--- src/logic/rv_exec_pkg.sv ---
package rv_exec_pkg;

  localparam int XLEN       = 32;
  localparam int REG_ADDR_W = 5;

  // major opcodes of the instruction classes the slice executes.
  localparam logic [6:0] OPC_OP     = 7'b0110011;
  localparam logic [6:0] OPC_OP_IMM = 7'b0010011;
  localparam logic [6:0] OPC_LUI    = 7'b0110111;
  localparam logic [6:0] OPC_AUIPC  = 7'b0010111;
  localparam logic [6:0] OPC_JAL    = 7'b1101111;
  localparam logic [6:0] OPC_JALR   = 7'b1100111;

  // funct3 codes shared by OP and OP-IMM.
  localparam logic [2:0] F3_ADD_SUB = 3'b000;
  localparam logic [2:0] F3_SLL     = 3'b001;
  localparam logic [2:0] F3_SLT     = 3'b010;
  localparam logic [2:0] F3_SLTU    = 3'b011;
  localparam logic [2:0] F3_XOR     = 3'b100;
  localparam logic [2:0] F3_SRL_SRA = 3'b101;
  localparam logic [2:0] F3_OR      = 3'b110;
  localparam logic [2:0] F3_AND     = 3'b111;

  typedef enum logic [2:0] {
    INST_NOP,
    INST_RR,
    INST_RI,
    INST_LUI,
    INST_AUIPC,
    INST_JAL,
    INST_JALR
  } inst_type_e;

  typedef enum logic [3:0] {
    ALU_OP_NOP,
    ALU_OP_ADD,
    ALU_OP_SUB,
    ALU_OP_XOR,
    ALU_OP_OR,
    ALU_OP_AND,
    ALU_OP_SLL,
    ALU_OP_SRL,
    ALU_OP_SRA,
    ALU_OP_SLT,
    ALU_OP_SLTU,
    ALU_OP_LUI,
    ALU_OP_AUIPC,
    ALU_OP_JUMP
  } alu_op_e;

  typedef struct packed {
    inst_type_e            inst_type;
    alu_op_e               alu_op;
    logic [REG_ADDR_W-1:0] rs1;
    logic [REG_ADDR_W-1:0] rs2;
    logic [REG_ADDR_W-1:0] rd;
    logic [XLEN-1:0]       imm;
    logic [XLEN-1:0]       pc;
  } decoded_inst_t;

  typedef struct packed {
    logic            valid;
    decoded_inst_t   dec;
    logic [XLEN-1:0] rdata1;
    logic [XLEN-1:0] rdata2;
  } id_ex_t;

  typedef struct packed {
    logic                  valid;
    logic [REG_ADDR_W-1:0] rd;
    logic [XLEN-1:0]       data;
  } ex_wb_t;

endpackage

--- src/logic/exec_stage.sv ---
module exec_stage (
  input  logic                         clk_i,
  input  logic                         arst_n_i,
  input  logic                         instr_valid_i,
  input  rv_exec_pkg::decoded_inst_t   dec_i,
  input  logic [rv_exec_pkg::XLEN-1:0] rdata1_i,
  input  logic [rv_exec_pkg::XLEN-1:0] rdata2_i,
  output rv_exec_pkg::ex_wb_t          wb_o
);

  rv_exec_pkg::id_ex_t          id_ex_q;
  rv_exec_pkg::ex_wb_t          ex_wb_q;
  logic                         fwd1;
  logic                         fwd2;
  logic [rv_exec_pkg::XLEN-1:0] op1_val;
  logic [rv_exec_pkg::XLEN-1:0] op2_val;
  logic [rv_exec_pkg::XLEN-1:0] alu_result;

  // decode/execute register.
  always_ff @(posedge clk_i or negedge arst_n_i) begin
    if (!arst_n_i) begin
      id_ex_q <= '0;
    end else begin
      id_ex_q.valid  <= instr_valid_i && (dec_i.inst_type != rv_exec_pkg::INST_NOP);
      id_ex_q.dec    <= dec_i;
      id_ex_q.rdata1 <= rdata1_i;
      id_ex_q.rdata2 <= rdata2_i;
    end
  end

  // the previous instruction has not reached the register file yet,
  // so its result is taken straight from the writeback register.
  assign fwd1 = ex_wb_q.valid && (ex_wb_q.rd == id_ex_q.dec.rs1) &&
                (id_ex_q.dec.rs1 != '0);
  assign fwd2 = ex_wb_q.valid && (ex_wb_q.rd == id_ex_q.dec.rs2) &&
                (id_ex_q.dec.rs2 != '0);

  assign op1_val = fwd1 ? ex_wb_q.data : id_ex_q.rdata1;
  assign op2_val = fwd2 ? ex_wb_q.data : id_ex_q.rdata2;

  fu fu_inst (
    .inst_type_i  (id_ex_q.dec.inst_type),
    .alu_op_i     (id_ex_q.dec.alu_op),
    .pc_i         (id_ex_q.dec.pc),
    .imm_i        (id_ex_q.dec.imm),
    .rdata1_i     (op1_val),
    .rdata2_i     (op2_val),
    .alu_result_o (alu_result)
  );

  // execute/writeback register.
  always_ff @(posedge clk_i or negedge arst_n_i) begin
    if (!arst_n_i) begin
      ex_wb_q <= '0;
    end else begin
      ex_wb_q.valid <= id_ex_q.valid;
      ex_wb_q.rd    <= id_ex_q.dec.rd;
      ex_wb_q.data  <= alu_result;
    end
  end

  assign wb_o = ex_wb_q;

endmodule

--- src/logic/fu.sv ---
module fu (
  input  rv_exec_pkg::inst_type_e         inst_type_i,
  input  rv_exec_pkg::alu_op_e            alu_op_i,
  input  logic [rv_exec_pkg::XLEN-1:0]    pc_i,
  input  logic [rv_exec_pkg::XLEN-1:0]    imm_i,
  input  logic [rv_exec_pkg::XLEN-1:0]    rdata1_i,
  input  logic [rv_exec_pkg::XLEN-1:0]    rdata2_i,
  output logic [rv_exec_pkg::XLEN-1:0]    alu_result_o
);

  logic [rv_exec_pkg::XLEN-1:0] operand1;
  logic [rv_exec_pkg::XLEN-1:0] operand2;
  logic [4:0]                   shamt;
  logic                         is_nop;

  assign is_nop = (inst_type_i == rv_exec_pkg::INST_NOP) ||
                  (alu_op_i == rv_exec_pkg::ALU_OP_NOP);

  always_comb begin
    operand1 = '0;
    operand2 = '0;
    if (!is_nop) begin
      case (inst_type_i)
        rv_exec_pkg::INST_RR: begin
          operand1 = rdata1_i;
          operand2 = rdata2_i;
        end
        rv_exec_pkg::INST_RI: begin
          operand1 = rdata1_i;
          operand2 = imm_i;
        end
        rv_exec_pkg::INST_LUI:   operand2 = imm_i;
        rv_exec_pkg::INST_AUIPC: begin
          operand1 = pc_i;
          operand2 = imm_i;
        end
        rv_exec_pkg::INST_JAL:   operand1 = pc_i;
        rv_exec_pkg::INST_JALR:  operand1 = pc_i;
        default: ;
      endcase
    end
  end

  assign shamt = operand2[4:0];

  always_comb begin
    case (alu_op_i)
      rv_exec_pkg::ALU_OP_ADD:   alu_result_o = operand1 + operand2;
      rv_exec_pkg::ALU_OP_SUB:   alu_result_o = operand1 - operand2;
      rv_exec_pkg::ALU_OP_XOR:   alu_result_o = operand1 ^ operand2;
      rv_exec_pkg::ALU_OP_OR:    alu_result_o = operand1 | operand2;
      rv_exec_pkg::ALU_OP_AND:   alu_result_o = operand1 & operand2;
      rv_exec_pkg::ALU_OP_SLL:   alu_result_o = operand1 << shamt;
      rv_exec_pkg::ALU_OP_SRL:   alu_result_o = operand1 >> shamt;
      rv_exec_pkg::ALU_OP_SRA:   alu_result_o = $unsigned($signed(operand1) >>> shamt);
      rv_exec_pkg::ALU_OP_SLT:   alu_result_o = {31'd0, $signed(operand1) < $signed(operand2)};
      rv_exec_pkg::ALU_OP_SLTU:  alu_result_o = {31'd0, operand1 < operand2};
      rv_exec_pkg::ALU_OP_LUI:   alu_result_o = operand1 + operand2;
      rv_exec_pkg::ALU_OP_AUIPC: alu_result_o = operand1 + operand2;
      // link address for JAL and JALR.
      rv_exec_pkg::ALU_OP_JUMP:  alu_result_o = operand1 + 32'd4;
      default:                   alu_result_o = '0;
    endcase
    if (is_nop) begin
      alu_result_o = '0;
    end
  end

endmodule

--- src/logic/inst_decoder.sv ---
module inst_decoder (
  input  logic [rv_exec_pkg::XLEN-1:0] instr_i,
  input  logic [rv_exec_pkg::XLEN-1:0] pc_i,
  output rv_exec_pkg::decoded_inst_t   dec_o
);

  logic [6:0]                   opcode;
  logic [2:0]                   funct3;
  logic                         funct7_b5;
  logic                         sub_sel;
  logic [rv_exec_pkg::XLEN-1:0] imm_i_type;
  logic [rv_exec_pkg::XLEN-1:0] imm_u_type;
  logic [rv_exec_pkg::XLEN-1:0] imm_j_type;
  rv_exec_pkg::alu_op_e         alu_op_arith;

  assign opcode    = instr_i[6:0];
  assign funct3    = instr_i[14:12];
  assign funct7_b5 = instr_i[30];

  // bit 30 is part of the immediate for ADDI, so only OP may pick SUB.
  assign sub_sel = (opcode == rv_exec_pkg::OPC_OP) && funct7_b5;

  assign imm_i_type = {{20{instr_i[31]}}, instr_i[31:20]};
  assign imm_u_type = {instr_i[31:12], 12'h000};
  assign imm_j_type = {{12{instr_i[31]}}, instr_i[19:12], instr_i[20],
                       instr_i[30:21], 1'b0};

  // ALU operation for the OP and OP-IMM classes.
  always_comb begin
    case (funct3)
      rv_exec_pkg::F3_ADD_SUB: begin
        alu_op_arith = sub_sel ? rv_exec_pkg::ALU_OP_SUB : rv_exec_pkg::ALU_OP_ADD;
      end
      rv_exec_pkg::F3_SLL:  alu_op_arith = rv_exec_pkg::ALU_OP_SLL;
      rv_exec_pkg::F3_SLT:  alu_op_arith = rv_exec_pkg::ALU_OP_SLT;
      rv_exec_pkg::F3_SLTU: alu_op_arith = rv_exec_pkg::ALU_OP_SLTU;
      rv_exec_pkg::F3_XOR:  alu_op_arith = rv_exec_pkg::ALU_OP_XOR;
      rv_exec_pkg::F3_SRL_SRA: begin
        alu_op_arith = funct7_b5 ? rv_exec_pkg::ALU_OP_SRA : rv_exec_pkg::ALU_OP_SRL;
      end
      rv_exec_pkg::F3_OR:   alu_op_arith = rv_exec_pkg::ALU_OP_OR;
      default:              alu_op_arith = rv_exec_pkg::ALU_OP_AND;
    endcase
  end

  always_comb begin
    dec_o.pc        = pc_i;
    dec_o.rd        = instr_i[11:7];
    dec_o.rs1       = instr_i[19:15];
    // rs2 stays zero unless the class reads it, so it never matches a forwarded rd.
    dec_o.rs2       = '0;
    dec_o.imm       = '0;
    dec_o.inst_type = rv_exec_pkg::INST_NOP;
    dec_o.alu_op    = rv_exec_pkg::ALU_OP_NOP;
    case (opcode)
      rv_exec_pkg::OPC_OP: begin
        dec_o.inst_type = rv_exec_pkg::INST_RR;
        dec_o.alu_op    = alu_op_arith;
        dec_o.rs2       = instr_i[24:20];
      end
      rv_exec_pkg::OPC_OP_IMM: begin
        dec_o.inst_type = rv_exec_pkg::INST_RI;
        dec_o.alu_op    = alu_op_arith;
        dec_o.imm       = imm_i_type;
      end
      rv_exec_pkg::OPC_LUI: begin
        dec_o.inst_type = rv_exec_pkg::INST_LUI;
        dec_o.alu_op    = rv_exec_pkg::ALU_OP_LUI;
        dec_o.rs1       = '0;
        dec_o.imm       = imm_u_type;
      end
      rv_exec_pkg::OPC_AUIPC: begin
        dec_o.inst_type = rv_exec_pkg::INST_AUIPC;
        dec_o.alu_op    = rv_exec_pkg::ALU_OP_AUIPC;
        dec_o.rs1       = '0;
        dec_o.imm       = imm_u_type;
      end
      rv_exec_pkg::OPC_JAL: begin
        dec_o.inst_type = rv_exec_pkg::INST_JAL;
        dec_o.alu_op    = rv_exec_pkg::ALU_OP_JUMP;
        dec_o.rs1       = '0;
        dec_o.imm       = imm_j_type;
      end
      rv_exec_pkg::OPC_JALR: begin
        dec_o.inst_type = rv_exec_pkg::INST_JALR;
        dec_o.alu_op    = rv_exec_pkg::ALU_OP_JUMP;
        dec_o.imm       = imm_i_type;
      end
      default: begin
        // loads, stores, branches, fences and system instructions retire silently.
        dec_o.rs1 = '0;
        dec_o.rd  = '0;
      end
    endcase
  end

endmodule

--- src/logic/reg_file.sv ---
module reg_file (
  input  logic                               clk_i,
  input  logic                               arst_n_i,
  input  logic [rv_exec_pkg::REG_ADDR_W-1:0] raddr1_i,
  input  logic [rv_exec_pkg::REG_ADDR_W-1:0] raddr2_i,
  output logic [rv_exec_pkg::XLEN-1:0]       rdata1_o,
  output logic [rv_exec_pkg::XLEN-1:0]       rdata2_o,
  input  logic                               we_i,
  input  logic [rv_exec_pkg::REG_ADDR_W-1:0] waddr_i,
  input  logic [rv_exec_pkg::XLEN-1:0]       wdata_i
);

  // x0 has no storage.
  logic [rv_exec_pkg::XLEN-1:0] regs [1:31];
  logic                         wr_en;
  logic                         bypass1;
  logic                         bypass2;

  assign wr_en = we_i && (waddr_i != '0);

  always_ff @(posedge clk_i or negedge arst_n_i) begin
    if (!arst_n_i) begin
      for (int i = 1; i < 32; i++) begin
        regs[i] <= '0;
      end
    end else if (wr_en) begin
      regs[waddr_i] <= wdata_i;
    end
  end

  // a read of the register being written this cycle sees the new value.
  assign bypass1 = wr_en && (raddr1_i == waddr_i);
  assign bypass2 = wr_en && (raddr2_i == waddr_i);

  assign rdata1_o = (raddr1_i == '0) ? '0      :
                    bypass1          ? wdata_i :
                                       regs[raddr1_i];

  assign rdata2_o = (raddr2_i == '0) ? '0      :
                    bypass2          ? wdata_i :
                                       regs[raddr2_i];

endmodule

--- src/logic/rv_exec_top.sv ---
module rv_exec_top (
  input  logic                               clk_i,
  input  logic                               arst_n_i,
  input  logic                               instr_valid_i,
  input  logic [rv_exec_pkg::XLEN-1:0]       instr_i,
  input  logic [rv_exec_pkg::XLEN-1:0]       pc_i,
  output logic                               wb_valid_o,
  output logic [rv_exec_pkg::REG_ADDR_W-1:0] wb_rd_o,
  output logic [rv_exec_pkg::XLEN-1:0]       wb_data_o
);

  rv_exec_pkg::decoded_inst_t   dec;
  rv_exec_pkg::ex_wb_t          wb;
  logic [rv_exec_pkg::XLEN-1:0] rdata1;
  logic [rv_exec_pkg::XLEN-1:0] rdata2;

  inst_decoder inst_decoder_inst (
    .instr_i (instr_i),
    .pc_i    (pc_i),
    .dec_o   (dec)
  );

  // the register file is read in the decode cycle and written from writeback.
  reg_file reg_file_inst (
    .clk_i    (clk_i),
    .arst_n_i (arst_n_i),
    .raddr1_i (dec.rs1),
    .raddr2_i (dec.rs2),
    .rdata1_o (rdata1),
    .rdata2_o (rdata2),
    .we_i     (wb.valid),
    .waddr_i  (wb.rd),
    .wdata_i  (wb.data)
  );

  exec_stage exec_stage_inst (
    .clk_i         (clk_i),
    .arst_n_i      (arst_n_i),
    .instr_valid_i (instr_valid_i),
    .dec_i         (dec),
    .rdata1_i      (rdata1),
    .rdata2_i      (rdata2),
    .wb_o          (wb)
  );

  assign wb_valid_o = wb.valid;
  assign wb_rd_o    = wb.rd;
  assign wb_data_o  = wb.data;

endmodule

--- config.mk ---
export PLATFORM = sky130hd
export DESIGN_NAME = rv_exec_top
export DESIGN_NICKNAME = d
export VERILOG_FILES = /design/src/logic/rv_exec_pkg.sv /design/src/logic/exec_stage.sv /design/src/logic/fu.sv /design/src/logic/inst_decoder.sv /design/src/logic/reg_file.sv /design/src/logic/rv_exec_top.sv
export SDC_FILE = /design/constraint.sdc
export NUM_CORES = 2
export LEC_CHECK = 0
export ABC_AREA = 0
export BUFFER_PORTS_ARGS = -buffer_cell sky130_fd_sc_hd__buf_2
export CAP_MARGIN = 20
export CELL_PAD_IN_SITES_DETAIL_PLACEMENT = 0
export CELL_PAD_IN_SITES_GLOBAL_PLACEMENT = 1
export CORE_ASPECT_RATIO = 1.4
export CORE_MARGIN = 1
export CORE_UTILIZATION = 37
export CTS_BUF_LIST = sky130_fd_sc_hd__clkbuf_8
export CTS_CLUSTER_SIZE = 24
export DETAILED_ROUTE_END_ITERATION = 10
export PLACE_DENSITY = 0.59
export SLEW_MARGIN = 0
export SYNTH_ARGS = -nofsm -noshare
export SYNTH_HDL_FRONTEND = slang
export SYNTH_HIERARCHICAL = 1
export SYNTH_SLANG_ARGS = --single-unit
--- constraint.sdc ---
create_clock -name clk_i -period 6.1 [get_ports clk_i]
set_input_delay 0.915 -clock clk_i [delete_from_list [all_inputs] [get_ports clk_i]]
set_output_delay 0.915 -clock clk_i [all_outputs]
set_load 0.05 [all_outputs]
==> results.cfg <==
[outcome]
status = complete, but fails checks
violations = design-rule violations

[setup_path]
crit_path_end_kind = flip-flop
crit_type = flip-flop to flip-flop
reg2reg_from = exec_stage_inst/wb_o[32]
cp.arrival_ps = 6720
r2r_end = exec_stage_inst/wb_o[29]
reg2reg_depth = 22
worstPathMaxFanout = 23
rrSetupSlack_ps = 140
required_ps = 6860
start_kind = flip-flop

[cells_and_area]
instances_no_fill = 8705
area_growth_pct = 12.6
drive_above_1_share_pct = 39.3
final_cell_mix = 1179 x dfrtp_1, 1145 x mux2_2, 383 x buf_4
nets = 6217
final_common_cell = dfrtp_1

[cts]
cts_tree = done
numCtsBuffers = 202
clkTransAtPathRegs_ps = 70
clockRootBuffer = clkbuf_8
cts.sinks = 1181
clockBufferDepth = 4
insertion_delay_ps = 950
htree_levels = 4

[sta]
setup_violations = 0
maxSlewViolCount = 0
finalHoldViolCount = 0
fmax_ghz = 0.168
layout_setup_ws_ps = 142
finClkSkew_ps = 104
fin_crit_ps = 5960
period_share_pct = 97.7
rsz0062_at_grt = false
tightest_slew_ps = 1210
slew_headroom_pct = 19.2
fin_tns_setup_ps = 0

[worst_hold_path]
hold_path.class = input port to async pin

[floorplan]
coreArea_mm2 = 0.191
start_util_pct = 37.2
die-width_um = 373
dieArea_mm2 = 0.194
row_count = 190
die_height_um = 521
pin_count = 105

[synth]
async_reset_ff_share_pct = 100
synth_cell_types = 102
synth_seq_area_share_pct = 41.5
synth.avg_cell_area_um2 = 12.1
yosys-top-cells-area = dfrtp_1 41%, mux2_2 18%, mux4_2 11%
yosys_register_bits = 1181
ys.warnings.count = 6
yosysTopAreaCell = dfrtp_1
mappedNetlistNets = 6074
synthCells = 5907
synth.cell_area_mm2 = 0.0712
synth_edf_count = 0
synth_top_area_share_pct = 41.5
ys.flop_type = dfrtp_1

[global_route]
overflow = 0
met1_usage_pct = 37.1
busiest_layer = met2
grt_max_degree = 181
track_usage_pct = 32.9
grt_pass1_wl_mm = 453
use_met2_pct = 54.7
antenna_found_initial = 32
grt_pass1_vias = 56400
met3_usage_pct = 6.39

[route]
viasPerCell = 6.34
wirelength_mm = 323
wl_per_cell_um = 37.1
remaining_drc_errors = 1
first_pass_iters = 10
initialDrtViolationCount = 5163
vias = 55200
antenna_left = 0

[power_and_ir_drop]
p_leak_uw = 0.0363
peakVddDrop_mv = 0.145
power_density_mw_per_mm2 = 196
total_power_uw = 15700

[placed_design]
dp_cells = 8325
dp_hpwl_mm = 221
globalplace.congestion = 1.06
numPortBuffers = 104
dp_slack_ps = 161

[run]
cap_violations = 0
-- sequential cells by signal (all words and copies together), names as in the netlist --
| name | count |
|---|---|
| reg_file_inst/regs | 992 |
| exec_stage_inst/id_ex_q | 151 |
| exec_stage_inst/wb_o | 38 |
-- synthesized netlist by cell type (45+ instances only) --
master,number
nor2_1,300
nand2_1,314
o21ai_0,160
a31oi_1,69
mux4_2,346
xnor2_1,61
a221oi_1,138
clkbuf_1,302
buf_2,127
a21oi_1,188
mux2_2,1145
a22oi_1,145
a211oi_1,51
o22ai_1,47
dfrtp_1,1181
ha_1,98
inv_1,86
buf_1,66
buf_4,73
mux4_1,47
nor2b_1,60
nand3_1,45
mux2i_1,170
nor3_1,68
-- cell families (layout without fill, tap and decap cells) --
family                     Yosys count  in the layout  synth area share [%]
DFF                               1181           1181                  41.5
AOI/OAI and AO/OA                 1123           1123                  11.0
muxes                             1713           1713                  33.2
and+or+nand+nor                   1024           1024                  6.92
adders and majority gates          100            100                  1.78
buffers and inverters              697            987                  4.71
xor gates and xnor gates            69             69                 0.848
other                                0             12                     0
-- final cells by class --
class | instances | area [µm²]
antenna | 12 | 30.0
clock buffer | 250 | 3440
clock inverter | 101 | 594
fill | 18000 | 111000
inverter | 89 | 334
multi-input combinational | 4029 | 38700
sequential | 1181 | 29600
tap | 2496 | 3120
timing repair buffer | 547 | 4460
-- repair_timing --
item,CTS,global route
endpoints found under the hold margin,9,0
setup buffers,0,0
resized for setup,0,4
setup endpoints to repair,0,7
hold buffers,9,0
-- worst max-delay path: stages (launching register included) --
cell and delay [ps]:
dfrtp_1 400, buf_4 200, xnor2_1 140, nand3_1 140
a211oi_4 270, buf_12 230, buf_12 260, mux2_2 380
o21a_1 120, o211ai_1 490, nor2_1 240, ha_1 580
nor2b_1 120, nor2_1 270, nor2_1 70, nor2_1 90
o21bai_1 130, a311oi_1 330, o221ai_1 220, a221o_1 420
a31oi_1 340, buf_4 240, a31oi_1 90
-- per-stage QoR --
stage / util (%) / hold WS, ps / area (µm²)
after detailed placement: 39.7 / 346 / 76000
after floorplan: - / 331 / 71300
after global routing: 41.9 / 18.5 / 80200
after CTS: 41.9 / 0.298 / 80100
final: 41.9 / 20.6 / 80200
after global placement: 39.7 / 341 / 76000
-- report_power, final --
group / internal, µW / leakage [µW] / switching (µW) / total [µW]
Clock: 3930 / 0.00233 / 3460 / 7390
Sequential: 7860 / 0.0164 / 18.3 / 7880
Combinational: 107 / 0.0175 / 352 / 459
Total: 11900 / 0.0363 / 3830 / 15700
-- layer usage --
| metal | up-vias | wire length, µm |
|---|---|---|
| li1 | 22700 | - |
| met1 | 29100 | 118000 |
| met2 | 2372 | 156000 |
| met3 | 967 | 18700 |
| met4 | 24 | 29600 |
| met5 | - | 180 |
-- worst max-delay path by stage --
stage / start / end / slack [ps]
after floorplan: exec_stage_inst/wb_o[33] / exec_stage_inst/wb_o[30] / 1
after global placement: exec_stage_inst/wb_o[32] / exec_stage_inst/wb_o[21] / 150
after detailed placement: exec_stage_inst/wb_o[36] / exec_stage_inst/wb_o[21] / 160
after CTS: exec_stage_inst/wb_o[32] / exec_stage_inst/wb_o[21] / 80
after global routing: exec_stage_inst/wb_o[32] / exec_stage_inst/wb_o[29] / 20
final: exec_stage_inst/wb_o[32] / exec_stage_inst/wb_o[29] / 140
No activity file was read; power rests on OpenSTA's default activity.
